--- src/rtl/astro_cfg_pkg.sv ---
// Download stream and game configuration
package astro_cfg_pkg;

	// ==================================================
	// Download stream
	// ==================================================

	// Byte address width of the host download stream
	localparam int DL_ADDR_BITS = 25;

	// Stream index carrying the game code
	localparam logic [7:0] IDX_GAME = 8'd1;
	// Stream index carrying the DIP switch bytes
	localparam logic [7:0] IDX_DIP = 8'd254;

	// One download beat from the host
	// wr is a single-cycle strobe, no handshake
	typedef struct packed {
		logic                    wr;
		logic [7:0]              idx;
		logic [DL_ADDR_BITS-1:0] addr;
		logic [7:0]              data;
	} dl_beat_t;

	// ==================================================
	// Game selection
	// ==================================================

	// Codes as sent on IDX_GAME
	// Codes 1, 5, 6 and 7 map to GAME_NONE
	typedef enum logic [7:0] {
		GAME_NONE     = 8'd0,
		GAME_SEAWOLF2 = 8'd2,
		GAME_SPACEZAP = 8'd3,
		GAME_GORF     = 8'd4
	} game_id_t;

	// One bank of eight DIP switches
	typedef logic [7:0] dip_byte_t;

	// DIP bytes with a fixed meaning in the switch matrix
	// Byte 0 for Seawolf 2, byte 2 for Space Zap and Gorf
	// Byte 3 is read back raw on column 3
	localparam int DIP_SW2 = 0;
	localparam int DIP_GAME = 2;
	localparam int DIP_RAW = 3;

endpackage

--- src/rtl/astro_panel_pkg.sv ---
// Control panel and switch matrix
package astro_panel_pkg;

	// ==================================================
	// Player controls
	// ==================================================

	// Digital controls of one player, active high
	typedef struct packed {
		logic up;
		logic down;
		logic left;
		logic right;
		logic fire;
	} pad_t;

	// Both players plus the shared panel buttons
	typedef struct packed {
		pad_t p1;
		pad_t p2;
		logic start1;
		logic start2;
		logic coin;
	} panel_t;

	// X axis of each analogue stick, centre at zero
	typedef struct packed {
		logic signed [7:0] p1_x;
		logic signed [7:0] p2_x;
	} sticks_t;

	// ==================================================
	// Switch matrix
	// ==================================================

	// Column strobe from the game CPU, one-hot
	typedef logic [7:0] col_sel_t;

	localparam col_sel_t COL_0 = 8'h01;
	localparam col_sel_t COL_1 = 8'h02;
	localparam col_sel_t COL_2 = 8'h04;
	localparam col_sel_t COL_3 = 8'h08;

	// Row byte returned for the strobed column
	typedef logic [7:0] row_t;

	// Nothing pulled low
	localparam row_t ROW_IDLE = 8'hff;

endpackage

--- src/rtl/astro_input_top.sv ---
// Panel input path top level
module astro_input_top #(
	parameter int DIP_BYTES = 8,
	parameter int POS_BITS = 6
) (
	input  logic                      clk_sys,
	input  logic                      reset,
	input  astro_cfg_pkg::dl_beat_t   dl,
	input  astro_panel_pkg::panel_t   panel,
	input  astro_panel_pkg::sticks_t  sticks,
	input  astro_panel_pkg::col_sel_t col_sel,
	input  logic                      speech_busy,
	output astro_panel_pkg::row_t     row
);
	import astro_cfg_pkg::*;

	game_id_t                       game;
	logic                           dip_we;
	logic [$clog2(DIP_BYTES)-1:0]   dip_addr;
	dip_byte_t                      dip_data;
	dip_byte_t [DIP_BYTES-1:0]      dips;

	// Host stream to game select and DIP writes
	config_loader #(
		.DIP_BYTES(DIP_BYTES)
	) config_loader_i (
		.clk_sys(clk_sys),
		.reset(reset),
		.dl(dl),
		.game(game),
		.dip_we(dip_we),
		.dip_addr(dip_addr),
		.dip_data(dip_data)
	);

	dip_bank #(
		.DIP_BYTES(DIP_BYTES)
	) dip_bank_i (
		.clk_sys(clk_sys),
		.reset(reset),
		.dip_we(dip_we),
		.dip_addr(dip_addr),
		.dip_data(dip_data),
		.dips(dips)
	);

	// Answers the CPU column strobes
	switch_matrix #(
		.DIP_BYTES(DIP_BYTES),
		.POS_BITS(POS_BITS)
	) switch_matrix_i (
		.clk_sys(clk_sys),
		.reset(reset),
		.game(game),
		.dips(dips),
		.panel(panel),
		.sticks(sticks),
		.speech_busy(speech_busy),
		.col_sel(col_sel),
		.row(row)
	);

endmodule

--- src/rtl/config_loader.sv ---
// Download stream configuration loader
module config_loader #(
	parameter int DIP_BYTES = 8
) (
	input  logic                             clk_sys,
	input  logic                             reset,
	input  astro_cfg_pkg::dl_beat_t          dl,
	output astro_cfg_pkg::game_id_t          game,
	output logic                             dip_we,
	output logic [$clog2(DIP_BYTES)-1:0]     dip_addr,
	output astro_cfg_pkg::dip_byte_t         dip_data
);
	import astro_cfg_pkg::*;

	localparam int ADDR_BITS = $clog2(DIP_BYTES);

	// Last raw code seen on the game index
	logic [7:0] game_code;
	// Qualified DIP beat
	logic       dip_hit;
	logic       game_hit;

	// Only the three kept games survive
	// Codes of dropped boards fall back to none
	function automatic game_id_t decode_game(input logic [7:0] code);
		case (code)
			GAME_SEAWOLF2: return GAME_SEAWOLF2;
			GAME_SPACEZAP: return GAME_SPACEZAP;
			GAME_GORF:     return GAME_GORF;
			default:       return GAME_NONE;
		endcase
	endfunction

	assign game_hit = dl.wr && (dl.idx == IDX_GAME);
	// Address must fall inside the bank
	assign dip_hit = dl.wr && (dl.idx == IDX_DIP) && (dl.addr < DL_ADDR_BITS'(DIP_BYTES));

	// ==================================================
	// Game code, raw then decoded
	// ==================================================
	always_ff @(posedge clk_sys or posedge reset) begin
		if (reset) begin
			game_code <= 8'd0;
			game <= GAME_NONE;
		end else begin
			if (game_hit)
				game_code <= dl.data;
			// Decode stage, adds the second cycle
			game <= decode_game(game_code);
		end
	end

	// ==================================================
	// DIP write strobe
	// ==================================================
	always_ff @(posedge clk_sys or posedge reset) begin
		if (reset)
			dip_we <= 1'b0;
		else
			dip_we <= dip_hit;
	end

	// Address and byte ride along with the strobe
	always_ff @(posedge clk_sys) begin
		dip_addr <= dl.addr[ADDR_BITS-1:0];
		dip_data <= dl.data;
	end

endmodule

--- src/rtl/dip_bank.sv ---
// DIP switch bank
module dip_bank #(
	parameter int DIP_BYTES = 8
) (
	input  logic                                     clk_sys,
	input  logic                                     reset,
	input  logic                                     dip_we,
	input  logic [$clog2(DIP_BYTES)-1:0]             dip_addr,
	input  astro_cfg_pkg::dip_byte_t                 dip_data,
	output astro_cfg_pkg::dip_byte_t [DIP_BYTES-1:0] dips
);

	// Switch settings, all open after reset
	// The loader only passes addresses inside the bank
	always_ff @(posedge clk_sys or posedge reset) begin
		if (reset) begin
			dips <= '0;
		end else if (dip_we) begin
			// One byte per strobe, the rest hold
			dips[dip_addr] <= dip_data;
		end
	end

endmodule

--- src/rtl/switch_matrix.sv ---
// Operator panel switch matrix
module switch_matrix #(
	parameter int DIP_BYTES = 8,
	parameter int POS_BITS = 6
) (
	input  logic                                     clk_sys,
	input  logic                                     reset,
	input  astro_cfg_pkg::game_id_t                  game,
	input  astro_cfg_pkg::dip_byte_t [DIP_BYTES-1:0] dips,
	input  astro_panel_pkg::panel_t                  panel,
	input  astro_panel_pkg::sticks_t                 sticks,
	input  logic                                     speech_busy,
	input  astro_panel_pkg::col_sel_t                col_sel,
	output astro_panel_pkg::row_t                    row
);
	import astro_cfg_pkg::*;
	import astro_panel_pkg::*;

	// Paddle field below fire and the fixed bit
	localparam int FIELD_BITS = $bits(row_t) - 2;
	// Moves the signed stick centre to mid scale
	localparam logic [POS_BITS-1:0] SIGN_FLIP = {1'b1, {(POS_BITS-1){1'b0}}};

	logic [POS_BITS-1:0]   gray_p1;
	logic [POS_BITS-1:0]   gray_p2;
	logic [FIELD_BITS-1:0] field_p1;
	logic [FIELD_BITS-1:0] field_p2;

	// Row bytes for columns 0 to 3, per game
	row_t [3:0] sw2_rows;
	row_t [3:0] sz_rows;
	row_t [3:0] gf_rows;
	row_t [3:0] game_rows;

	// Coarse stick position, then binary to Gray
	function automatic logic [POS_BITS-1:0] paddle_gray(input logic signed [7:0] x);
		logic [POS_BITS-1:0] pos;
		pos = x[7 -: POS_BITS] ^ SIGN_FLIP;
		return pos ^ (pos >> 1);
	endfunction

	// Low five bits of a pad column, buttons pull low
	function automatic logic [4:0] pad_low(input pad_t pad);
		return {~pad.fire, ~pad.right, ~pad.left, ~pad.down, ~pad.up};
	endfunction

	// Paddle registers, one cycle from stick to row
	always_ff @(posedge clk_sys or posedge reset) begin
		if (reset) begin
			gray_p1 <= '0;
			gray_p2 <= '0;
		end else begin
			gray_p1 <= paddle_gray(sticks.p1_x);
			gray_p2 <= paddle_gray(sticks.p2_x);
		end
	end

	assign field_p1 = FIELD_BITS'(gray_p1);
	assign field_p2 = FIELD_BITS'(gray_p2);

	// ==================================================
	// Seawolf 2
	// ==================================================
	// Fire and starts are active high on this board
	assign sw2_rows[0] = {panel.p2.fire, 1'b1, field_p2};
	assign sw2_rows[1] = {panel.p1.fire, dips[DIP_SW2][0], field_p1};
	assign sw2_rows[2] = {4'hf, dips[DIP_SW2][1], panel.start2, panel.start1, panel.coin};
	assign sw2_rows[3] = dips[DIP_RAW];

	// ==================================================
	// Space Zap
	// ==================================================
	assign sz_rows[0] = {2'b11, ~panel.start2, ~panel.start1, dips[DIP_GAME][1],
		1'b1, ~panel.coin, 1'b1};
	assign sz_rows[1] = {3'b111, pad_low(panel.p2)};
	assign sz_rows[2] = {2'b11, dips[DIP_GAME][0], pad_low(panel.p1)};
	assign sz_rows[3] = dips[DIP_RAW];

	// ==================================================
	// Gorf
	// ==================================================
	assign gf_rows[0] = {dips[DIP_GAME][2], dips[DIP_GAME][0], ~panel.start2, ~panel.start1,
		1'b1, dips[DIP_GAME][1], ~panel.coin, 1'b1};
	assign gf_rows[1] = {3'b001, pad_low(panel.p2)};
	// Top bit reports the speech chip still talking
	assign gf_rows[2] = {speech_busy, 2'b01, pad_low(panel.p1)};
	assign gf_rows[3] = dips[DIP_RAW];

	// ==================================================
	// Column select
	// ==================================================
	// No game leaves every column idle, column 3 included
	always_comb begin
		case (game)
			GAME_SEAWOLF2: game_rows = sw2_rows;
			GAME_SPACEZAP: game_rows = sz_rows;
			GAME_GORF:     game_rows = gf_rows;
			default:       game_rows = {4{ROW_IDLE}};
		endcase
	end

	always_comb begin
		case (col_sel)
			COL_0:   row = game_rows[0];
			COL_1:   row = game_rows[1];
			COL_2:   row = game_rows[2];
			COL_3:   row = game_rows[3];
			// Zero, multi-hot or upper columns
			default: row = ROW_IDLE;
		endcase
	end

endmodule

--- config.mk ---
export PLATFORM = sky130hd
export DESIGN_NAME = astro_input_top
export DESIGN_NICKNAME = d
export VERILOG_FILES = /design/src/rtl/astro_cfg_pkg.sv /design/src/rtl/astro_panel_pkg.sv /design/src/rtl/astro_input_top.sv /design/src/rtl/config_loader.sv /design/src/rtl/dip_bank.sv /design/src/rtl/switch_matrix.sv
export SDC_FILE = /design/constraint.sdc
export NUM_CORES = 1
export LEC_CHECK = 0
export ABC_AREA = 1
export BUFFER_PORTS_ARGS = -buffer_cell sky130_fd_sc_hd__buf_2
export CAP_MARGIN = 20
export CORE_UTILIZATION = 53
export DETAILED_ROUTE_END_ITERATION = 8
export PLACE_DENSITY_LB_ADDON = 0.08
export RECOVER_POWER = 100
export SLEW_MARGIN = 20
export SYNTH_ARGS = -nofsm -noshare
export SYNTH_HDL_FRONTEND = slang
export SYNTH_SLANG_ARGS = --single-unit
--- constraint.sdc ---
create_clock -name clk_sys -period 2.7 [get_ports clk_sys]
set_input_delay 0.27 -clock clk_sys [delete_from_list [all_inputs] [get_ports clk_sys]]
set_output_delay 0.27 -clock clk_sys [all_outputs]
set_load 0.02 [all_outputs]
### Word-level counts from Yosys, hierarchy flattened

Index checks and enable logic that the tools add are counted.

* register bits after elaboration: 99
* bits in latches: 0
* memory bits (writable): 0
* ROM bits: 0
* input port bits: 82
* logic and storage cells: 57
* memories: 0

* add/sub/neg operators: 0
* multipliers: 0
* div/mod/pow operators: 0
* order comparisons: 3
* eq/ne operators: 12
* shift-type cells: 0
* multiplexer cells: 6
* bitwise operators: 17
* reductions and logical operators: 4

Operator list (count)
* $pmux 32 s3: 1
* $bwmux 64: 1
* $pmux 8 s4: 1
* $lt 25x4->1 const B: 1
* $demux 8 s3: 1
* $eq 8x2->1 const B: 3
* $eq 8x1->1 const B: 2
* $eq 8x3->1 const B: 2
* $not 1->1: 15
* $xor 6x5->6: 2
* $pmux 3 s3: 1
* $eq 8x4->1 const B: 1
* $eq 8x8->1 const B: 1
* $mux 8: 1
* $eq 3x2->1 const B: 2
* $logic_and 1x1->1: 4
* $lt 3x4->1 const B: 1
* $eq 3x3->1 const B: 1
* $ge 3x1->1 const B: 1

### Depth between registers and ports, before layout

Gate-level depths: netlist of run 1.

* depth after elaboration: 5
* gate-level depth with buffers: 10

### Hierarchy

A second synthesis of run 1 with hierarchy kept.

* cells, all modules: 627
* area total of the unflattened synthesis: 4884.7 µm²

By module, submodules not included
* dip_bank: times used 1, cells each 296, area each 2672.6 µm²
* switch_matrix: times used 1, cells each 219, area each 1275.0 µm²
* config_loader: times used 1, cells each 112, area each 937.1 µm²

### Worst setup path after synthesis of run 1

Ideal clock, no wire load.

* kind: reg-to-output
* start point: register config_loader_i.game[2]
* end point: output port row[4]
* data arrival time: 1.265 ns
* required time: 2.430 ns
* path slack: 1.165 ns
* cell stages (with the launch flop): 9
* path buffers: 1
* path through: dfrtp_1 > inv_1 > nand2_2 > nor2_4 > buf_4 > nand2_1 > a21oi_1 > nor2_1 > nand3_1

* cells in the longest elaborated chain, start to end: 3
* elaborated cells on any way between the ends: 5
* classes of those cells: eq/ne: 3; mux: 2

Ends and longest elaborated chain
* start, declared: line config_loader.sv:8 `output astro_cfg_pkg::game_id_t game,`
* start signal, assigned: line config_loader.sv:49 `game <= decode_game(game_code);`
* $eq 3x3->1 / $eq 3x2->1 (equally long branches): line switch_matrix.sv:94 `case (game)`
* $pmux 32 s3 (*): line switch_matrix.sv:94
* $pmux 8 s4 (*): line switch_matrix.sv:103 `case (col_sel)`
* end, declared: line astro_input_top.sv:13 `output astro_panel_pkg::row_t row`

Mark *: on every way between the ends. The rest lies on a longest branch, timed or not.

### Worst setup path after layout of run 1

* start point: register config_loader_i.game[1]
* end point: output port row[7]

The elaborated chain is that of the path after synthesis.

==> results by group, run 1 <==
Finish
  – Layout cells sized above 1: 24.31%
  – Fin util: 67.99%
  – Ant diodes: 0
  – Commonest non-fill, non-tap cells in the layout: nand2_1 (80), buf_2 (70), inv_1 (44)
  – Register area: 0.001146 mm²
  – Nets: 480
  – Multi-input gate area: 0.001027 mm²
  – # fillers: 402
  – Syn-to-layout area delta: 24.00%
  – Most common cell after layout, fill and taps aside: nand2_1

GRT
  – Antenna violations before repair: 0
  – Pin count of the biggest net entering global routing: 38
  – Vias in the first global route: 2,098
  – First-pass GRT wire length: 8976 µm
  – Total track usage: 23.63%
  – Grt ovf: 0

Placed design
  – # port buffers: 85
  – Setup WS pre-CTS: 0.7941 ns
  – Detail Placement HPWL: 4081 µm
  – Placer Congestion: 0.8853

Detailed routing
  – Post-DRT Antenna Nets: 0
  – M1 WL: 2365 µm
  – Uppermost layer routed: met4
  – Initial DRC count: 123
  – DRT Pass-1 Iters: 5
  – Routed vias: 2,225
  – DR WL met2: 2615 µm
  – Post-route DRC: 0
  – Detail Route met3 WL: 257 µm
  – Routed wire per std cell: 11.78 µm
  – Vias/cell: 4.933
  – Final WL: 5314 µm

Pwr
  – Clock Power Share: 40.3%
  – Int Power: 1.185 mW
  – Psw: 0.3356 mW
  – Worst ir drop on vdd: 455.8 µV
  – Leak: 1.523 nW
  – Comb pwr share: 9.6%
  – Net Sw Frac: 22.07%
  – Reg power frac: 50.1%
  – Pwr dens: 513.8 mW/mm²

Worst setup path
  – Crit Path Max Fanout: 7
  – Type of origin of the critical path: flip-flop
  – WP data arrival: 2.07 ns
  – WP data required: 2.43 ns
  – Worst Setup End Kind: output pin
  – Critical path class: reg -> out

Logic synthesis
  – Post-Syn Area: 0.002387 mm²
  – Synthesis-stage register bit count: 48
  – Area contributors post-synth: dfrtp_1 (39%), nand2_1 (13%), dfxtp_1 (9.2%)
  – Synth area leader: dfrtp_1
  – Synthesized instance count: 309
  – Synth warnings: 0
  – Post-synthesis sequential area ratio: 48.01%
  – Library cells used by synthesis: 28
  – Most common flop cell mapped by yosys: dfrtp_1
  – Post-synth EDFFs: 0
  – Syn avg cell area: 7.726 µm²
  – Async set-reset flop share out of synthesis: 77.08%
  – Post-Syn Nets: 391
  – Post-synth top area share: 38.78%

CTS
  – Clock slew at reported path FFs: 0.09 ns
  – # resized after CTS: 0
  – CTS Hold Buffers Added: 0
  – TritonCTS clock tree: built
  – Clock sinks: 48
  – Clock buffer depth: 2
  – Setup bufs post-CTS: 0
  – CTS root buffer: clkbuf_8
  – Inserted Clock Buffers: 5
  – H-tree levels: 2
  – Worst-skew pair later-pin latency: 0.30 ns

STA
  – Worst-case clock skew: 0.01069 ns
  – RSZ-0062 raised after global routing: no
  – Fmax: 426.8 MHz
  – Tightest Pin Transition: 1.923 ns
  – Fin crit period: 2.343 ns
  – Final Hold Fails: 0
  – Final WS setup: 0.3568 ns
  – Final setup violation count: 0
  – Tcrit/Tclk final: 86.78%
  – Max Transition Viols Final: 38
  – Relative slew slack: -28.19%
  – Setup TNS: 0 ns

Outcome
  – Outcome: finished with violations
  – Violated checks: capacitance limit, slew limit

Die
  – DIE HEIGHT: 69.12 µm
  – Core Area: 0.004354 mm²
  – Die W: 69.12 µm
  – I/O pin count: 90
  – Core Rows: 24
  – Area of the die: 0.004777 mm²
  – Starting Density: 54.83%

Job
  – Number of max-cap violations: 1

Hold path
  – Worst hold path type: in -> reg
## cells in the mapped netlist, types with 2 or more instances
| library cell | n |
|---|---|
| nand2_2 | 5 |
| nor2_1 | 35 |
| xor2_1 | 8 |
| nor2_2 | 4 |
| xnor2_1 | 2 |
| buf_2 | 2 |
| o21ai_0 | 24 |
| nor4_1 | 9 |
| nor3_1 | 2 |
| a21oi_1 | 7 |
| inv_1 | 44 |
| nand4_1 | 4 |
| mux2_2 | 4 |
| nand2_1 | 80 |
| dfrtp_1 | 37 |
| dfxtp_1 | 11 |
| nand3_1 | 20 |
## final cells by class
type | instances | share of cell area, %
inverters | 46 | 5.875
clock inverters | 3 | 2.325
multi-input cells | 211 | 34.70
flip-flops and latches | 48 | 38.72
well taps | 52 | 2.198
clock buffers | 5 | 2.325
repair buffers | 86 | 13.86
## sequential cells by signal, indices dropped and copies added, names as in the netlist
signal,flops
config_loader_i.game,3
switch_matrix_i.field_p1,6
config_loader_i.dip_we,1
config_loader_i.game_code,8
switch_matrix_i.field_p2,6
dip_bank_i.dips,13
config_loader_i.dip_addr,3
config_loader_i.dip_data,8
## cell families (layout without fill, tap and decap cells)
family | Yosys count | after routing | synth area share (%)
AO/OA/AOI/OAI | 35 | 35 | 8.124
flip-flops | 48 | 48 | 48.01
buffers and inverters | 50 | 140 | 8.490
AND/OR/NAND/NOR | 162 | 162 | 29.82
XOR/XNOR | 10 | 10 | 3.669
multiplexers | 4 | 4 | 1.887
## final timing paths
check / startpoint / cells past startpoint / to / slack (ns)
max: config_loader_i.game[1] / 9 / row[7] / 0.36
min: dl[9] / 1 / config_loader_i.dip_addr[1] / 0.06
max reg2reg: config_loader_i.dip_addr[1] / 4 / dip_bank_i.dips[31] / 1.31
min reg2reg: config_loader_i.dip_data[6] / 2 / dip_bank_i.dips[30] / 0.47
max in group asynchronous: reset / 3 / dip_bank_i.dips[17] / 0.95
min in group asynchronous: reset / 3 / config_loader_i.game_code[7] / 0.64
## through the flow
stage	power (mW)	std cells	hold slack, ns	cell area (µm²)
after floorplan	0.8439	309	0.2977	2387
after global placement	0.9233	443	0.3733	2856
after detailed placement	0.9280	443	0.3748	2856
after CTS	1.541	451	0.05475	2994
after global routing	1.585	451	0.05340	2960
final	1.521	451	0.06159	2960
## worst max-delay path, cell delays in order (launching register included)
cell	delay, ns
dfrtp_1	0.43
inv_1	0.07
nand2_1	0.04
o21ai_1	0.52
inv_1	0.19
nor2_1	0.13
nor2_1	0.05
nor2_1	0.09
nand3_1	0.08
clkbuf_1	0.18
## per-layer routing
layer  GRT usage [%]  up-vias
met5               0        -
li1                -     1154
met1           29.09      992
met4           8.390        0
met2           41.53       71
met3           4.094        8
## power groups by stage
stage / Clock (mW) / Combinational [mW] / Sequential [mW]
2_1_floorplan: 0 / 0.0715 / 0.772
3_3_place_gp: 0 / 0.147 / 0.776
3_5_place_dp: 0 / 0.151 / 0.777
4_1_cts: 0.627 / 0.152 / 0.762
5_1_grt: 0.653 / 0.166 / 0.766
6_report: 0.612 / 0.146 / 0.762
Note: power is estimated with default switching activity, not from simulation.
==> inputs of run 2 (changes only) <==
CORE_UTILIZATION = 55   (was 53)
SYNTH_HIERARCHICAL = 1   (was default)
==> run 2 against run 1 <==
- the flow now finishes without violations
- final cell count up 24%
- flip-flop and latch count unchanged
- sequential share of layout area down 3.8 points
- register-to-register slack better by 0.29 ns
- combinational power about the same
- critical endpoint is now row[3]
==> results by group, run 2 <==
STA
  – RSZ-0062 raised after global routing: no
  – Worst hold slack: 0.07623 ns (+0.01464 ns)
  – Setup TNS: 0 ns (unchanged)
  – Final WS setup: 0.5184 ns (+0.1616 ns)
  – Max Transition Viols Final: 0 (-100%)
  – Tcrit/Tclk final: 80.80% (-6.0 points)
  – Tightest Pin Transition: 0.5530 ns (-1.370 ns)
  – Relative slew slack: 63.00% (+91 points)
  – Worst-case clock skew: 0.01110 ns (+0.0004111 ns)
  – Fin crit period: 2.182 ns (-0.1616 ns)
  – Final setup violation count: 0 (unchanged)
  – Fmax: 458.4 MHz (+7.4%)
  – Final Hold Fails: 0 (unchanged)

Job
  – Number of max-cap violations: 0 (-1)

Worst setup path
  – Levels on crit path: 10 (+1)
  – WP data arrival: 1.91 ns (-0.16 ns)
  – Worst r2r src: config_loader_i/dip_addr[2]
  – Type of origin of the critical path: flip-flop
  – CP delay by family, top: simple AND/OR/NAND/NOR gates
  – Critical path class: reg -> out
  – Worst Setup End Kind: output pin
  – Buffers plus inverters on the worst setup path: 2 (-1)
  – R2R setup slack: 1.60 ns (+0.29 ns)
  – R2R Path End: dip_bank_i/dips[31]
  – Crit Path Max Fanout: 17 (+10)
  – Max incr delay on CP: 0.40 ns (-0.12 ns)
  – R2R cell count: 5 (+1)
  – Cell breakdown of the critical path: nor2_1 -> nand2_1 -> nor2_4 -> nand2_1 -> nand3_1 -> nand2_1 -> nand2_1 -> inv_1 -> nand3_1 -> clkbuf_1
  – WP data required: 2.43 ns (about the same)
  – Critical Path Slowest Stage Cell: dfrtp_1
  – Most used cell, CP: nand2_1

Pwr
  – Int Power: 1.087 mW (-8.3%)
  – Comb pwr share: 10.5% (+0.9 points)
  – Worst ir drop on vdd: 370.9 µV (-19%)
  – Reg power frac: 53.9% (+3.8 points)
  – Net Sw Frac: 23.12% (+1.1 points)
  – Leak: 1.795 nW (+18%)
  – Psw: 0.3269 mW (-2.6%)
  – Clock Power Share: 35.6% (-4.7 points)
  – Total power: 1.414 mW (-7.0%)
  – Pwr dens: 430.6 mW/mm² (-16%)

Finish
  – Layout cells sized above 1: 18.85% (-5.5 points)
  – Largest registers: dip_bank_i/dips x13, config_loader_i/dip_data x8, config_loader_i/game_code x8
  – Commonest non-fill, non-tap cells in the layout: nand2_1 (149), buf_2 (63), inv_1 (54)
  – Ant diodes: 0 (unchanged)
  – Nets: 569 (+19%)
  – # fillers: 491 (+22%)
  – Most common cell after layout, fill and taps aside: nand2_1
  – Largest Register: dip_bank_i/dips
  – Max reg flops: 13 (unchanged)
  – Syn-to-layout area delta: 12.38%

CTS
  – TritonCTS clock tree: built
  – Clock buffer depth: 2 (unchanged)
  – # resized after CTS: 0 (unchanged)
  – H-tree levels: 2 (unchanged)
  – Inserted Clock Buffers: 5 (unchanged)
  – Clock sinks: 48 (unchanged)
  – Setup bufs post-CTS: 0 (unchanged)
  – CTS root buffer: clkbuf_8
  – Clock slew at reported path FFs: 0.09 ns (about the same)
  – CTS Hold Buffers Added: 1 (+1)
  – Worst-skew pair later-pin latency: 0.30 ns (about the same)

Die
  – Area of the die: 0.005607 mm² (+17%)
  – Starting Density: 57.20% (+2.4 points)
  – Core Rows: 26 (+8.3%)
  – DIE HEIGHT: 74.88 µm (+8.3%)
  – I/O pin count: 90 (unchanged)
  – Die W: 74.88 µm (+8.3%)
  – Core Area: 0.005107 mm² (+17%)

Logic synthesis
  – Post-Syn Area: 0.002922 mm² (+22%)
  – Synth warnings: 6 (+6)
  – Synthesized instance count: 407 (+32%)
  – Syn avg cell area: 7.178 µm² (-7.1%)

Hold path
  – Hold Crit Start: dl[9]
  – Worst hold path type: in -> reg
  – Hold depth: 1 (unchanged)
  – Hold EP: config_loader_i/dip_addr[1]

GRT
  – Antenna violations before repair: 0 (unchanged)
  – Vias in the first global route: 2,235 (+6.5%)
  – First-pass GRT wire length: 9294 µm (+3.5%)
  – Total track usage: 22.28% (-1.3 points)
  – Grt ovf: 0 (unchanged)
  – Pin count of the biggest net entering global routing: 18 (-53%)

Detailed routing
  – Final WL: 5780 µm (+8.8%)
  – Initial DRC count: 128 (+4.1%)
  – Vias/cell: 4.668 (-5.4%)
  – DRT Pass-1 Iters: 4 (-1)
  – Routed wire per std cell: 10.36 µm (-12%)
  – Routed vias: 2,605 (+17%)
  – Post-DRT Antenna Nets: 0 (unchanged)
  – Post-route DRC: 0 (unchanged)

Placed design
  – Placer Congestion: 0.8951 (+1.1%)
  – Detail Placement HPWL: 4737 µm (+16%)
  – Setup WS pre-CTS: 0.9169 ns (+0.1228 ns)
  – # port buffers: 85 (unchanged)

Outcome
  – Outcome: finished clean
## run 2: layout make-up
class / count / area [µm²] / share of cell area (%)
Multi-Input combinational cell: 289 / 1315 / 40.05
Sequential cell: 48 / 1146 / 34.91
Timing Repair Buffer: 86 / 407.9 / 12.42
Inverter: 57 / 215.2 / 6.555
Tap cell: 70 / 87.58 / 2.668
Clock buffer: 5 / 68.82 / 2.096
Clock inverter: 3 / 42.54 / 1.296
## run 2: power groups by stage
stage          sequential, mW  combinational (mW)  clock [mW]
3_3_place_gp            0.776               0.151           0
2_1_floorplan           0.773               0.105           0
6_report                0.762               0.148       0.503
5_1_grt                 0.766               0.170       0.551
4_1_cts                 0.762               0.156       0.515
3_5_place_dp            0.777               0.154           0
## run 2: metal layers
| metal | part of all wire (%) | track usage (%) | wire length (µm) |
|---|---|---|---|
| met2 | 50 | 39.34 | 2877 |
| met3 | 6.6 | 4.953 | 384 |
| met1 | 43 | 26.22 | 2464 |
| met5 | 0 | 0 | 0 |
| met4 | 0.92 | 9.224 | 53 |
## run 2: worst max path at each step
stage | startpoint | endpoint | slack [ns]
2_1_floorplan | config_loader_i/game[1] | row[4] | 1.14
3_3_place_gp | config_loader_i/game[1] | row[5] | 0.94
3_5_place_dp | config_loader_i/game[0] | row[5] | 0.92
4_1_cts | config_loader_i/game[0] | row[5] | 0.57
5_1_grt | config_loader_i/game[0] | row[3] | 0.32
6_report | config_loader_i/game[0] | row[3] | 0.52
## run 2: per-stage QoR
| step | area, µm² | util [%] | cells |
|---|---|---|---|
| final | 3283 | 64.28 | 558 |
| after global placement | 3223 | 63.11 | 549 |
| after floorplan | 2937 | - | 411 |
| after global routing | 3283 | 64.28 | 558 |
| after detailed placement | 3223 | 63.11 | 549 |
| after CTS | 3344 | 65.48 | 558 |
## run 2: worst reg2reg max path, delay by kind of cell (launching register included)
family,cells,cell delay (ns)
flip-flops,1,0.35
buffers and inverters,1,0.07
AND/OR/NAND/NOR,4,0.63
